===== src/common/l2_cache_pkg.sv =====
package l2_cache_pkg;

	// Address and bus widths of the 16-bit byte-addressed memory system.
	localparam int ADDR_W = 16;
	localparam int HALF_W = 128; // One L1 transfer.
	localparam int LINE_W = 2 * HALF_W; // One memory transfer.

	// Cache geometry.
	localparam int SETS = 8;
	localparam int INDEX_W = $clog2(SETS);
	localparam int OFFSET_W = $clog2(LINE_W / 8);
	localparam int TAG_W = ADDR_W - INDEX_W - OFFSET_W;

	typedef logic [ADDR_W-1:0] addr_t;
	typedef logic [HALF_W-1:0] half_t;
	typedef logic [LINE_W-1:0] line_t;
	typedef logic [TAG_W-1:0] tag_t;
	typedef logic [INDEX_W-1:0] index_t;

	// Controller states.
	// st_check looks up the request and answers hits in the same cycle.
	// st_writeback sends the dirty victim line to memory.
	// st_allocate fetches the missing line and writes it into the LRU way.
	typedef enum logic [1:0]
	{
		st_check,
		st_writeback,
		st_allocate
	} l2_state_t;

endpackage


===== src/l2_cache/l2_cache_control.sv =====
`timescale 1ns/1ps

module l2_cache_control import l2_cache_pkg::*;
(
	input logic clk,
	input logic rst_n,
	input logic mem_read,
	input logic mem_write,
	input logic pmem_resp,
	input logic cache_hit,
	input logic victim_dirty,
	output logic mem_resp,
	output logic pmem_read,
	output logic pmem_write,
	output logic data_write,
	output logic allocate,
	output logic dirty_in,
	output logic valid_in,
	output logic addr_sel
);

	l2_state_t state;
	l2_state_t next_state;
	logic request;

	assign request = mem_read | mem_write;

	always_ff @(posedge clk or negedge rst_n)
	begin
		if (!rst_n)
			state <= st_check;
		else
			state <= next_state;
	end

	always_comb
	begin
		next_state = state;
		mem_resp = 1'b0;
		pmem_read = 1'b0;
		pmem_write = 1'b0;
		data_write = 1'b0;
		allocate = 1'b0;
		dirty_in = 1'b0;
		valid_in = 1'b0;
		addr_sel = 1'b0;

		case (state)
			st_check:
			begin
				if (request && cache_hit)
				begin
					mem_resp = 1'b1;
					if (mem_write)
					begin
						data_write = 1'b1; // Half-line merge lands at this edge.
						dirty_in = 1'b1;
						valid_in = 1'b1;
					end
				end
				else if (request)
				begin
					// A clean victim can simply be overwritten.
					if (victim_dirty)
						next_state = st_writeback;
					else
						next_state = st_allocate;
				end
			end

			st_writeback:
			begin
				pmem_write = 1'b1;
				addr_sel = 1'b1;
				if (pmem_resp)
					next_state = st_allocate;
			end

			st_allocate:
			begin
				pmem_read = 1'b1;
				if (pmem_resp)
				begin
					data_write = 1'b1;
					allocate = 1'b1;
					valid_in = 1'b1;
					next_state = st_check; // The request hits on the next cycle.
				end
			end

			default:
			begin
				next_state = st_check;
			end
		endcase
	end

	a_pmem_exclusive: assert property (@(posedge clk) disable iff (!rst_n)
		!(pmem_read && pmem_write))
		else $error("Memory read and write requested together");

	a_resp_needs_request: assert property (@(posedge clk) disable iff (!rst_n)
		mem_resp |-> request)
		else $error("mem_resp raised with no L1 request");

	a_pmem_resp_expected: assert property (@(posedge clk) disable iff (!rst_n)
		pmem_resp |-> (pmem_read || pmem_write))
		else $error("pmem_resp arrived with no memory transaction open");

	// The filled line must be found again once the request is looked up.
	a_fill_then_hit: assert property (@(posedge clk) disable iff (!rst_n)
		(state == st_allocate && pmem_resp) |=> cache_hit)
		else $error("Request missed right after its line was filled");

endmodule


===== config.mk =====
export PLATFORM = sky130hd
export DESIGN_NAME = l2_cache_control
export DESIGN_NICKNAME = d
export VERILOG_FILES = /design/src/common/l2_cache_pkg.sv /design/src/l2_cache/l2_cache_control.sv
export SDC_FILE = /design/constraint.sdc
export NUM_CORES = 1
export LEC_CHECK = 0
export BUFFER_PORTS_ARGS = -buffer_cell sky130_fd_sc_hd__buf_2
export CAP_MARGIN = 15
export CORE_AREA = 2 2 39 41
export CTS_BUF_LIST = sky130_fd_sc_hd__clkbuf_2 sky130_fd_sc_hd__clkbuf_4 sky130_fd_sc_hd__clkbuf_8
export CTS_CLUSTER_DIAMETER = 200
export DETAILED_ROUTE_END_ITERATION = 12
export DIE_AREA = 0 0 41 43
export PLACE_DENSITY = 0.35
export SYNTH_ARGS = -nofsm -noshare
export SYNTH_HDL_FRONTEND = slang
export SYNTH_SLANG_ARGS = --single-unit

===== constraint.sdc =====
create_clock -name clk -period 1.4 [get_ports clk]
set_input_delay 0.21 -clock clk [delete_from_list [all_inputs] [get_ports clk]]
set_output_delay 0.21 -clock clk [all_outputs]
set_load 0.01 [all_outputs]

==> metrics.md, run 1 <==
| Metric | Value |
|---|---|
| Slew at the pin closest to its max-slew limit | 0.241 ns |
| Leakage | 0.000152 uW |
| Status | finished, violations left |
| Worst endpoint data arrival time | 1.26 ns |
| GR Overflow Total | 0 |
| Layout Skew | 0.00139 ns |
| Area of the multi-input gates | 115 sq um |
| GRT Util Overall | 6.02% |
| Synth top area share | 31.7% |
| # rows | 14 |
| Power Dens Cells | 1780 nW/um^2 |
| Area Growth Syn to Fin | 88.9% |
| Synth Cell Area | 158 sq um |
| CTS Sinks | 2 |
| Fin. Hold Viols | 0 |
| WL met1 | 205 microns |
| # setup viols final | 2 |
| Via/cell ratio | 3.76 |
| Delay of the slowest critical-path stage | 0.42 ns |
| Yosys top cell by area | dfrtp_1 |
| CTS buffer count | 3 |
| Reg2Reg Setup Slack | 0.43 ns |
| Slew Limit Fails | 0 |
| Die Width | 41 microns |
| Mean Syn Cell Area | 8.76 sq um |
| Uppermost routed layer | met3 |
| Fin area | 298 sq um |
| Worst setup margin | -0.0676 ns |
| Antenna violations before repair | 0 |
| Pre-Repair DR Iteration Count | 4 |
| Register area share after synthesis | 31.7% |
| Ports | 15 |
| Largest regs | state x2 |
| Maxcap violations | 0 |
| Die Ht | 43 microns |
| Share of layout cells above drive strength 1 | 74.3% |
| Antenna Cells | 0 |
| Wire per inst | 9.16 microns |
| Routed WL | 467 microns |
| Latest clock arrival within the worst-skew pair | 0.22 ns |
| Final Critical Period | 1.47 ns |
| Post-synth top flop | dfrtp_1 |
| Largest net degree at the start of global routing | 6 |
| CP Class | flip-flop to output port |
| Synth async-reset ratio | 100% |
| Vias | 192 |
| Met2 wire length | 198 microns |
| CTS Root Cell | clkbuf_4 |
| Max FO, Critical Path | 4 |
| Flip-flop count of the largest register after layout | 2 |
| Filler cells | 159 |
| Crit path launch type | flip-flop |
| Reg area | 52.6 sq um |
| Register bit total from synthesis | 2 |
| First-pass GRT wire length | 662 microns |
| Vias in the first global route | 173 |
| Dpl cell area | 233 sq um |
| F_max | 681 MHz |
| Starting density of the core | 11.4% |
| Nets | 44 |
| Drt drc | 0 |
| Crit-path slowest cell | dfrtp_2 |
| Post-Synthesis Cells | 18 |
| Number of library cell types mapped by synthesis | 12 |
| Placed cell count | 46 |
| ANT nets after route | 0 |
| Worst hold path type | primary input to flip-flop |
| Die Area | 1760 sq um |
| Clock transition at path regs | 0.03 ns |
| Final cell count without fillers | 51 |
| Clk buf depth | 2 |
| GPL Wtd Cong | 0.587 |
| Final Cycle Share | 105% |
| Drt first-iter violations | 3 |
| RSZ-0062 raised after global routing | true |
| VDD IR max | 0.614 mV |
| Failing checks | setup timing |
| Syn. warnings | 0 |
| Setup crit end kind | output port |
| CTS H-tree lvls | 1 |
| Core Region | 1380 sq um |
| Crit-path cells | nor2b_4 > and2_4 > or2_1 > buf_2 |
| Syn_nets | 25 |
| Most flop-heavy register | state |
| Post-synth EDFFs | 0 |
| Post-synth top cells | nor2_1 (3), nor2b_1 (3), buf_4 (2), dfrtp_1 (2) |
| DR WL met3 | 63 microns |
| Top cells by area, synth | dfrtp_1 (32%), nor2b_1 (12%), a221oi_2 (9.5%) |
| PortBufs | 14 |
| Slew headroom | 83.7% |
| CTS tree | built |
| Required time worst endpoint | 1.19 ns |
through the flow:
stage                     setup slack, ns  utilization [%]  TNS [ns]  total power, uW  hold WS (ns)
after floorplan                    0.0121                -         0              253       -0.0856
after global placement              0.130             16.8         0              322      -0.00512
after detailed placement            0.118             16.8         0              324      -0.00232
after CTS                         -0.0842             20.7    -0.167              519         0.213
after global routing               -0.135             21.5    -0.268              581         0.219
final                             -0.0676             21.5    -0.134              530         0.215
final timing paths:
kind	start	endpoint	cells past startpoint
setup / recovery	state[1]	data_write	4
hold / removal	pmem_resp	state[1]	2
setup reg to reg	state[0]	state[0]	2
hold reg to reg	state[1]	state[0]	1
max in group asynchronous	rst_n	state[1]	2
min in group asynchronous	rst_n	state[0]	2
layer usage:
layer  vias up  global-route usage (%)
li1         96                       -
met1        81                    5.79
met2        15                    8.44
met3         0                    3.14
met4         0                    6.00
met5         -                       0
cells by family after synthesis:
group | after synthesis | synth area share [%]
compound gates | 2 | 15.9
simple gates | 12 | 42.9
buf+inv | 2 | 9.52
flops | 2 | 31.7
layout by cell type (no fill, tap or decap):
master          n
a221oi_2        1
and2_4          1
and3_4          1
buf_2          14
buf_4           1
clkbuf_4        3
dfrtp_2         2
dlygate4sd3_1   1
nand2_1         1
nor2_1          2
nor2_4          1
nor2b_1         2
nor2b_4         1
nor4b_1         1
o21ba_2         1
or2_1           1
or3_1           1
what timing repair did:
item                                   CTS  global route
hold buffers                             1             0
endpoints found under the hold margin    2             0
setup endpoints to repair                3             4
pin swaps                                2             2
setup buffers                            1             0
gates resized for setup                  5             3
power by group:
part           leakage (uW)  switching [uW]  total (uW)  internal [uW]
clock network     0.0000138            32.2         127           94.5
registers         0.0000228            34.0         117           83.1
logic              0.000115             124         286            162
worst max-delay path: cells and delay by family (launching register included):
kind / cells / cell delay [ns]
simple gates: 3 / 0.48
flops: 1 / 0.42
buf+inv: 1 / 0.14
final cells by class:
type / instances / area share [%]
clock buffers: 3 / 7.56
multi-input cells: 14 / 38.7
well taps: 16 / 6.72
repair buffers: 16 / 29.4
flip-flops and latches: 2 / 17.6
No activity file was read; power rests on OpenSTA's default activity.
==> run 2, diff against run 1 <==
PLACE_DENSITY = default   (was 0.35)
==> run 2 against run 1 <==
  * Flip-flop and latch count stayed put
  * Non-clock buffer count is 1 higher
  * Die area stayed put
  * Sequential share of layout area is 0.43 points lower
  * The flow still finishes with violations (setup timing)
  * Global-route usage is 0.90 points higher
  * Highest routed layer unchanged
  * Sequential power hardly changed
  * Total power is 2.6% higher
  * Clock power hardly changed
  * Largest cell class unchanged
  * Final area is 2.5% higher
==> metrics.md, run 2 (synthesis gave the netlist of run 1 again) <==
| Metric | Value |
|---|---|
| Slew Limit Fails | 0 (unchanged) |
| Leakage | 0.000157 uW (was 0.000152 uW) |
| CTS Sinks | 2 (unchanged) |
| Largest regs | state x2 (unchanged) |
| Antenna violations before repair | 0 (unchanged) |
| GR Overflow Total | 0 (unchanged) |
| CTS tree | built (unchanged) |
| Slew at the pin closest to its max-slew limit | 0.263 ns (was 0.241 ns) |
| Drt drc | 0 (unchanged) |
| Required time worst endpoint | 1.19 ns (about the same) |
| Vias | 201 (was 192) |
| Ports | 15 (unchanged) |
| Die Ht | 43 microns (unchanged) |
| Share of layout cells above drive strength 1 | 75.0% (was 74.3%) |
| Int Power | 353 uW (was 340 uW) |
| F_max | 673 MHz (was 681 MHz) |
| Starting density of the core | 11.4% (unchanged) |
| Failing checks | setup timing (unchanged) |
| GPL Wtd Cong | 0.525 (was 0.587) |
| Via/cell ratio | 3.87 (was 3.76) |
| # rows | 14 (unchanged) |
| ANT nets after route | 0 (unchanged) |
| CTS H-tree lvls | 1 (unchanged) |
| Status | finished, violations left (unchanged) |
| Crit-path cells | nor2b_4 > and2_4 > or2_1 > buf_2 (unchanged) |
| Crit path launch type | flip-flop (unchanged) |
| Die Area | 1760 sq um (unchanged) |
| Commonest cells after routing, fill and taps aside | buf_2 (14), clkbuf_4 (3) (was buf_2 (14), clkbuf_4 (3), nor2b_1 (2), nor2_1 (2), dfrtp_2 (2)) |
| GRT Util Overall | 6.92% (was 6.02%) |
| Clk buf depth | 2 (unchanged) |
| Area of the multi-input gates | 115 sq um (unchanged) |
| Worst endpoint data arrival time | 1.28 ns (was 1.26 ns) |
| Gate power share | 54.3% (was 54.0%) |
| Antenna Cells | 0 (unchanged) |
| Latest clock arrival within the worst-skew pair | 0.22 ns (about the same) |
| Vias in the first global route | 192 (was 173) |
| CP Class | flip-flop to output port (unchanged) |
| # setup viols final | 2 (unchanged) |
| Clock transition at path regs | 0.03 ns (about the same) |
| Delay of the slowest critical-path stage | 0.43 ns (was 0.42 ns) |
| Worst hold path type | primary input to flip-flop (unchanged) |
| Power Dens Cells | 1780 nW/um^2 (about the same) |
| Layout Skew | 0.00201 ns (was 0.00139 ns) |
| CTS Root Cell | clkbuf_4 (unchanged) |
| Fin util | 22.1% (was 21.5%) |
| PortBufs | 14 (unchanged) |
| Most common library cell in the layout ignoring fill and taps | buf_2 (unchanged) |
| Crit-path slowest cell | dfrtp_2 (unchanged) |
| Wire per inst | 8.52 microns (was 9.16 microns) |
| Switching share of power | 35.1% (was 35.9%) |
| RSZ-0062 raised after global routing | true (unchanged) |
| Reg power frac | 22.0% (was 22.1%) |
| Fin Setup TNS | -0.171 ns (was -0.134 ns) |
| Area Growth Syn to Fin | 93.7% (was 88.9%) |
| Setup crit end kind | output port (unchanged) |
| Largest net degree at the start of global routing | 6 (unchanged) |
| Psw | 191 uW (was 190 uW) |
| Fin. Hold Viols | 0 (unchanged) |
| Most flop-heavy register | state (unchanged) |
| Flip-flop count of the largest register after layout | 2 (unchanged) |
| Final Cycle Share | 106% (was 105%) |
| Filler cells | 158 (was 159) |
| Core Region | 1380 sq um (unchanged) |
| Reg area | 52.6 sq um (unchanged) |
| Pre-Repair DR Iteration Count | 1 (was 4) |
| Worst setup margin | -0.0862 ns (was -0.0676 ns) |
| Drt first-iter violations | 0 (was 3) |
| Slew headroom | 82.2% (was 83.7%) |
| Final Critical Period | 1.49 ns (was 1.47 ns) |
| Nets | 45 (was 44) |
| Die Width | 41 microns (unchanged) |
| CTS buffer count | 3 (unchanged) |
| Max FO, Critical Path | 4 (unchanged) |
| Maxcap violations | 0 (unchanged) |
| VDD IR max | 0.322 mV (was 0.614 mV) |
| First-pass GRT wire length | 669 microns (was 662 microns) |
| Clock share of power | 23.7% (was 23.9%) |
| Routed WL | 443 microns (was 467 microns) |
## run 2: per-layer routing
layer,wire length (microns),track usage [%]
met1,110,3.21
met2,298,10.9
met3,34,3.14
met4,0,12.0
met5,0,0
## run 2: area by class of cell
type                            instances  share of cell area (%)
Multi-Input combinational cell         14                    37.7
Timing Repair Buffer                   17                    31.1
Sequential cell                         2                    17.2
Clock buffer                            3                    7.38
Tap cell                               16                    6.56
## run 2: timing repair
item	4_1_cts	5_1_grt
hold buffers	1	0
resized for setup	0	8
setup endpoints to repair	2	4
endpoints found under the hold margin	2	0
pin swaps	0	2
buffers inserted	2	0
## run 2: final timing paths
path                            startpoint          to  slack, ns  depth (start not counted)
worst min-delay path             pmem_resp    state[1]       0.20                          2
min in group asynchronous            rst_n    state[0]       0.30                          2
worst max-delay path              state[1]  data_write      -0.09                          4
worst max register to register    state[0]    state[0]       0.40                          2
max in group asynchronous            rst_n    state[1]       0.99                          2
worst min register to register    state[1]    state[1]       0.61                          2
## run 2: power by group through the flow
| stage | logic [uW] | clock network, uW | registers [uW] |
|---|---|---|---|
| after CTS | 264 | 140 | 98.1 |
| after global placement | 212 | 0 | 104 |
| after global routing | 329 | 145 | 124 |
| final | 295 | 129 | 120 |
| after detailed placement | 215 | 0 | 105 |
| after floorplan | 155 | 0 | 98.7 |
## run 2: worst max-delay path, delay by kind of cell (launching register included)
family | cells | cell delay (ns)
buf+inv | 1 | 0.14
flops | 1 | 0.43
simple gates | 3 | 0.49
## run 2: through the flow
stage                     cells  setup WS, ns  instance area (sq um)  power, uW  hold WS [ns]
after floorplan              18        0.0121                    158        253       -0.0856
after global placement       46         0.145                    233        316      -0.00182
after detailed placement     46         0.135                    233        319     -0.000280
after CTS                    52       -0.0916                    280        502         0.194
after global routing         52        -0.159                    305        598         0.205
final                        52       -0.0862                    305        544         0.203
==> run 3, diff against run 2 <==
==> constraint.sdc (replaced) <==
create_clock -name clk -period 1.4 [get_ports clk]
set_input_delay 0.14 -clock clk [delete_from_list [all_inputs] [get_ports clk]]
set_output_delay 0.14 -clock clk [all_outputs]
set_load 0.01 [all_outputs]
==> run 3 against run 2 <==
  * The run still ends with setup timing left
  * Non-clock buffer count unchanged
  * Critical path depth unchanged
  * Count of clock-buffer cells in the layout stayed put
  * Die area stayed put
  * Combinational power fell by 2%
  * Worst hold slack lost 0.070 ns
  * Clock skew is the same
  * Via count shrank 1.5%
  * Total power down 0.94%
  * Maximum frequency rose by 5.0%
==> metrics.md, run 3 (synthesis gave the netlist of run 1 again) <==
| Metric | Value |
|---|---|
| Slew at the pin closest to its max-slew limit | 0.262 ns (was 0.263 ns) |
| GPL Wtd Cong | 0.525 (unchanged) |
| Filler cells | 155 (was 158) |
| CP Class | flip-flop to output port (unchanged) |
| Switching share of power | 35.3% (was 35.1%) |
| Largest regs | state x2 (unchanged) |
| Power Dens Cells | 1790 nW/um^2 (was 1780 nW/um^2) |
| # setup viols final | 2 (unchanged) |
| RSZ-0062 raised after global routing | true (unchanged) |
| Most common library cell in the layout ignoring fill and taps | buf_2 (unchanged) |
| Slew headroom | 82.3% (was 82.2%) |
| Worst endpoint data arrival time | 1.28 ns (about the same) |
| # rows | 14 (unchanged) |
| GR Util met3 | 3.14% (unchanged) |
| Area of the multi-input gates | 110 sq um (was 115 sq um) |
| Via/cell ratio | 3.81 (was 3.87) |
| PortBufs | 14 (unchanged) |
| Area Growth Syn to Fin | 90.5% (was 93.7%) |
| Core Region | 1380 sq um (unchanged) |
| Grt met2 use | 10.9% (unchanged) |
| Int Power | 349 uW (was 353 uW) |
| Failing checks | setup timing (unchanged) |
| CTS Root Cell | clkbuf_4 (unchanged) |
| GRT Util Overall | 6.92% (unchanged) |
| Required time worst endpoint | 1.26 ns (was 1.19 ns) |
| Status | finished, violations left (unchanged) |
| Largest net degree at the start of global routing | 6 (unchanged) |
| Clock transition at path regs | 0.03 ns (about the same) |
| Die Area | 1760 sq um (unchanged) |
| CTS tree | built (unchanged) |
| Fin area | 300 sq um (was 305 sq um) |
| Fin. Hold Viols | 0 (unchanged) |
| First-pass GRT wire length | 669 microns (unchanged) |
| Leakage | 0.000158 uW (was 0.000157 uW) |
| Final Power | 538 uW (was 544 uW) |
| Pre-Repair DR Iteration Count | 1 (unchanged) |
| Reg power frac | 22.3% (was 22.0%) |
| VDD IR max | 0.322 mV (about the same) |
| Reg area | 52.6 sq um (unchanged) |
| Drt drc | 0 (unchanged) |
| Nets | 45 (unchanged) |
| Die Width | 41 microns (unchanged) |
| ANT nets after route | 0 (unchanged) |
| Clk buf depth | 2 (unchanged) |
| CTS buffer count | 3 (unchanged) |
| Max FO, Critical Path | 4 (unchanged) |
| CTS Sinks | 2 (unchanged) |
| Layout Skew | 0.00201 ns (unchanged) |
| Gate power share | 53.8% (was 54.3%) |
| Most flop-heavy register | state (unchanged) |
| Antenna violations before repair | 0 (unchanged) |
| Psw | 190 uW (was 191 uW) |
| Dpl cell area | 233 sq um (unchanged) |
| F_max | 707 MHz (was 673 MHz) |
| Flip-flop count of the largest register after layout | 2 (unchanged) |
| Setup crit end kind | output port (unchanged) |
| Worst setup margin | -0.0154 ns (was -0.0862 ns) |
| Fin util | 21.7% (was 22.1%) |
| Commonest cells after routing, fill and taps aside | buf_2 (14), clkbuf_4 (3) (unchanged) |
| Antenna Cells | 0 (unchanged) |
| Vias in the first global route | 192 (unchanged) |
| Vias | 198 (was 201) |
| Clock share of power | 23.9% (was 23.7%) |
| Slew Limit Fails | 0 (unchanged) |
| CTS H-tree lvls | 1 (unchanged) |
| Maxcap violations | 0 (unchanged) |
| Worst hold path type | primary input to flip-flop (unchanged) |
| Ports | 15 (unchanged) |
| Die Ht | 43 microns (unchanged) |
| Met1 usage | 3.21% (unchanged) |
| Starting density of the core | 11.4% (unchanged) |
| Drt first-iter violations | 0 (unchanged) |
| Latest clock arrival within the worst-skew pair | 0.22 ns (about the same) |
| Final Critical Period | 1.42 ns (was 1.49 ns) |
| GR Overflow Total | 0 (unchanged) |
| Reg2Reg Setup Slack | 0.40 ns (about the same) |
| Routed WL | 448 microns (was 443 microns) |
| Final Cycle Share | 101% (was 106%) |
| Wire per inst | 8.62 microns (was 8.52 microns) |
| Global route hottest layer | met4 (unchanged) |
| Share of layout cells above drive strength 1 | 72.2% (was 75.0%) |
| Crit path launch type | flip-flop (unchanged) |
| Pre-CTS setup slack | 0.205 ns (was 0.135 ns) |
==> run 3: cell counts in the layout (fill, tap and decap cells not counted) <==
Identical to the previous run, type by type.
==> run 3: layout make-up <==
cell class / count / area share (%)
clock buffers: 3 / 7.50
multi-input cells: 14 / 36.7
flip-flops and latches: 2 / 17.5
well taps: 16 / 6.67
repair buffers: 17 / 31.7
==> run 3: worst paths after layout <==
path / start / to / cells past startpoint
max in group asynchronous: rst_n / state[1] / 2
min in group asynchronous: rst_n / state[0] / 2
hold / removal: pmem_resp / state[1] / 2
setup / recovery: state[1] / data_write / 4
setup reg to reg: state[0] / state[0] / 2
hold reg to reg: state[1] / state[1] / 2
==> run 3: repair_timing <==
item / in CTS / in global routing
gates cloned: 0 / 0
pin swaps: 0 / 2
endpoints found under the setup margin: 2 / 3
gates resized for setup: 0 / 7
setup buffers: 2 / 0
hold buffers: 1 / 0
hold endpoints to repair: 2 / 0
==> run 3: critical path: stages (launching register included) <==
cell	delay (ns)
dfrtp_2	0.43
nor2b_4	0.14
and2_4	0.13
or2_1	0.22
buf_2	0.14
==> run 3: power by group through the flow <==
stage	registers, uW	logic, uW	clock network [uW]
floorplan	98.7	155	0
global placement	104	212	0
detailed placement	105	215	0
CTS	98.1	264	140
global route	124	325	145
finish	120	290	129
==> run 3: metrics by stage <==
stage	std cells	hold WS [ns]	TNS, ns
6_report	52	0.133	-0.0293
5_1_grt	52	0.135	-0.176
4_1_cts	52	0.124	-0.0397
3_5_place_dp	46	-0.0703	0
3_3_place_gp	46	-0.0718	0
2_1_floorplan	18	-0.156	0
==> run 3: metal layers <==
layer,wire length (microns),vias to the layer above
met2,304,8
met3,34,0
met1,109,93
met4,0,0
met5,0,-
li1,-,97
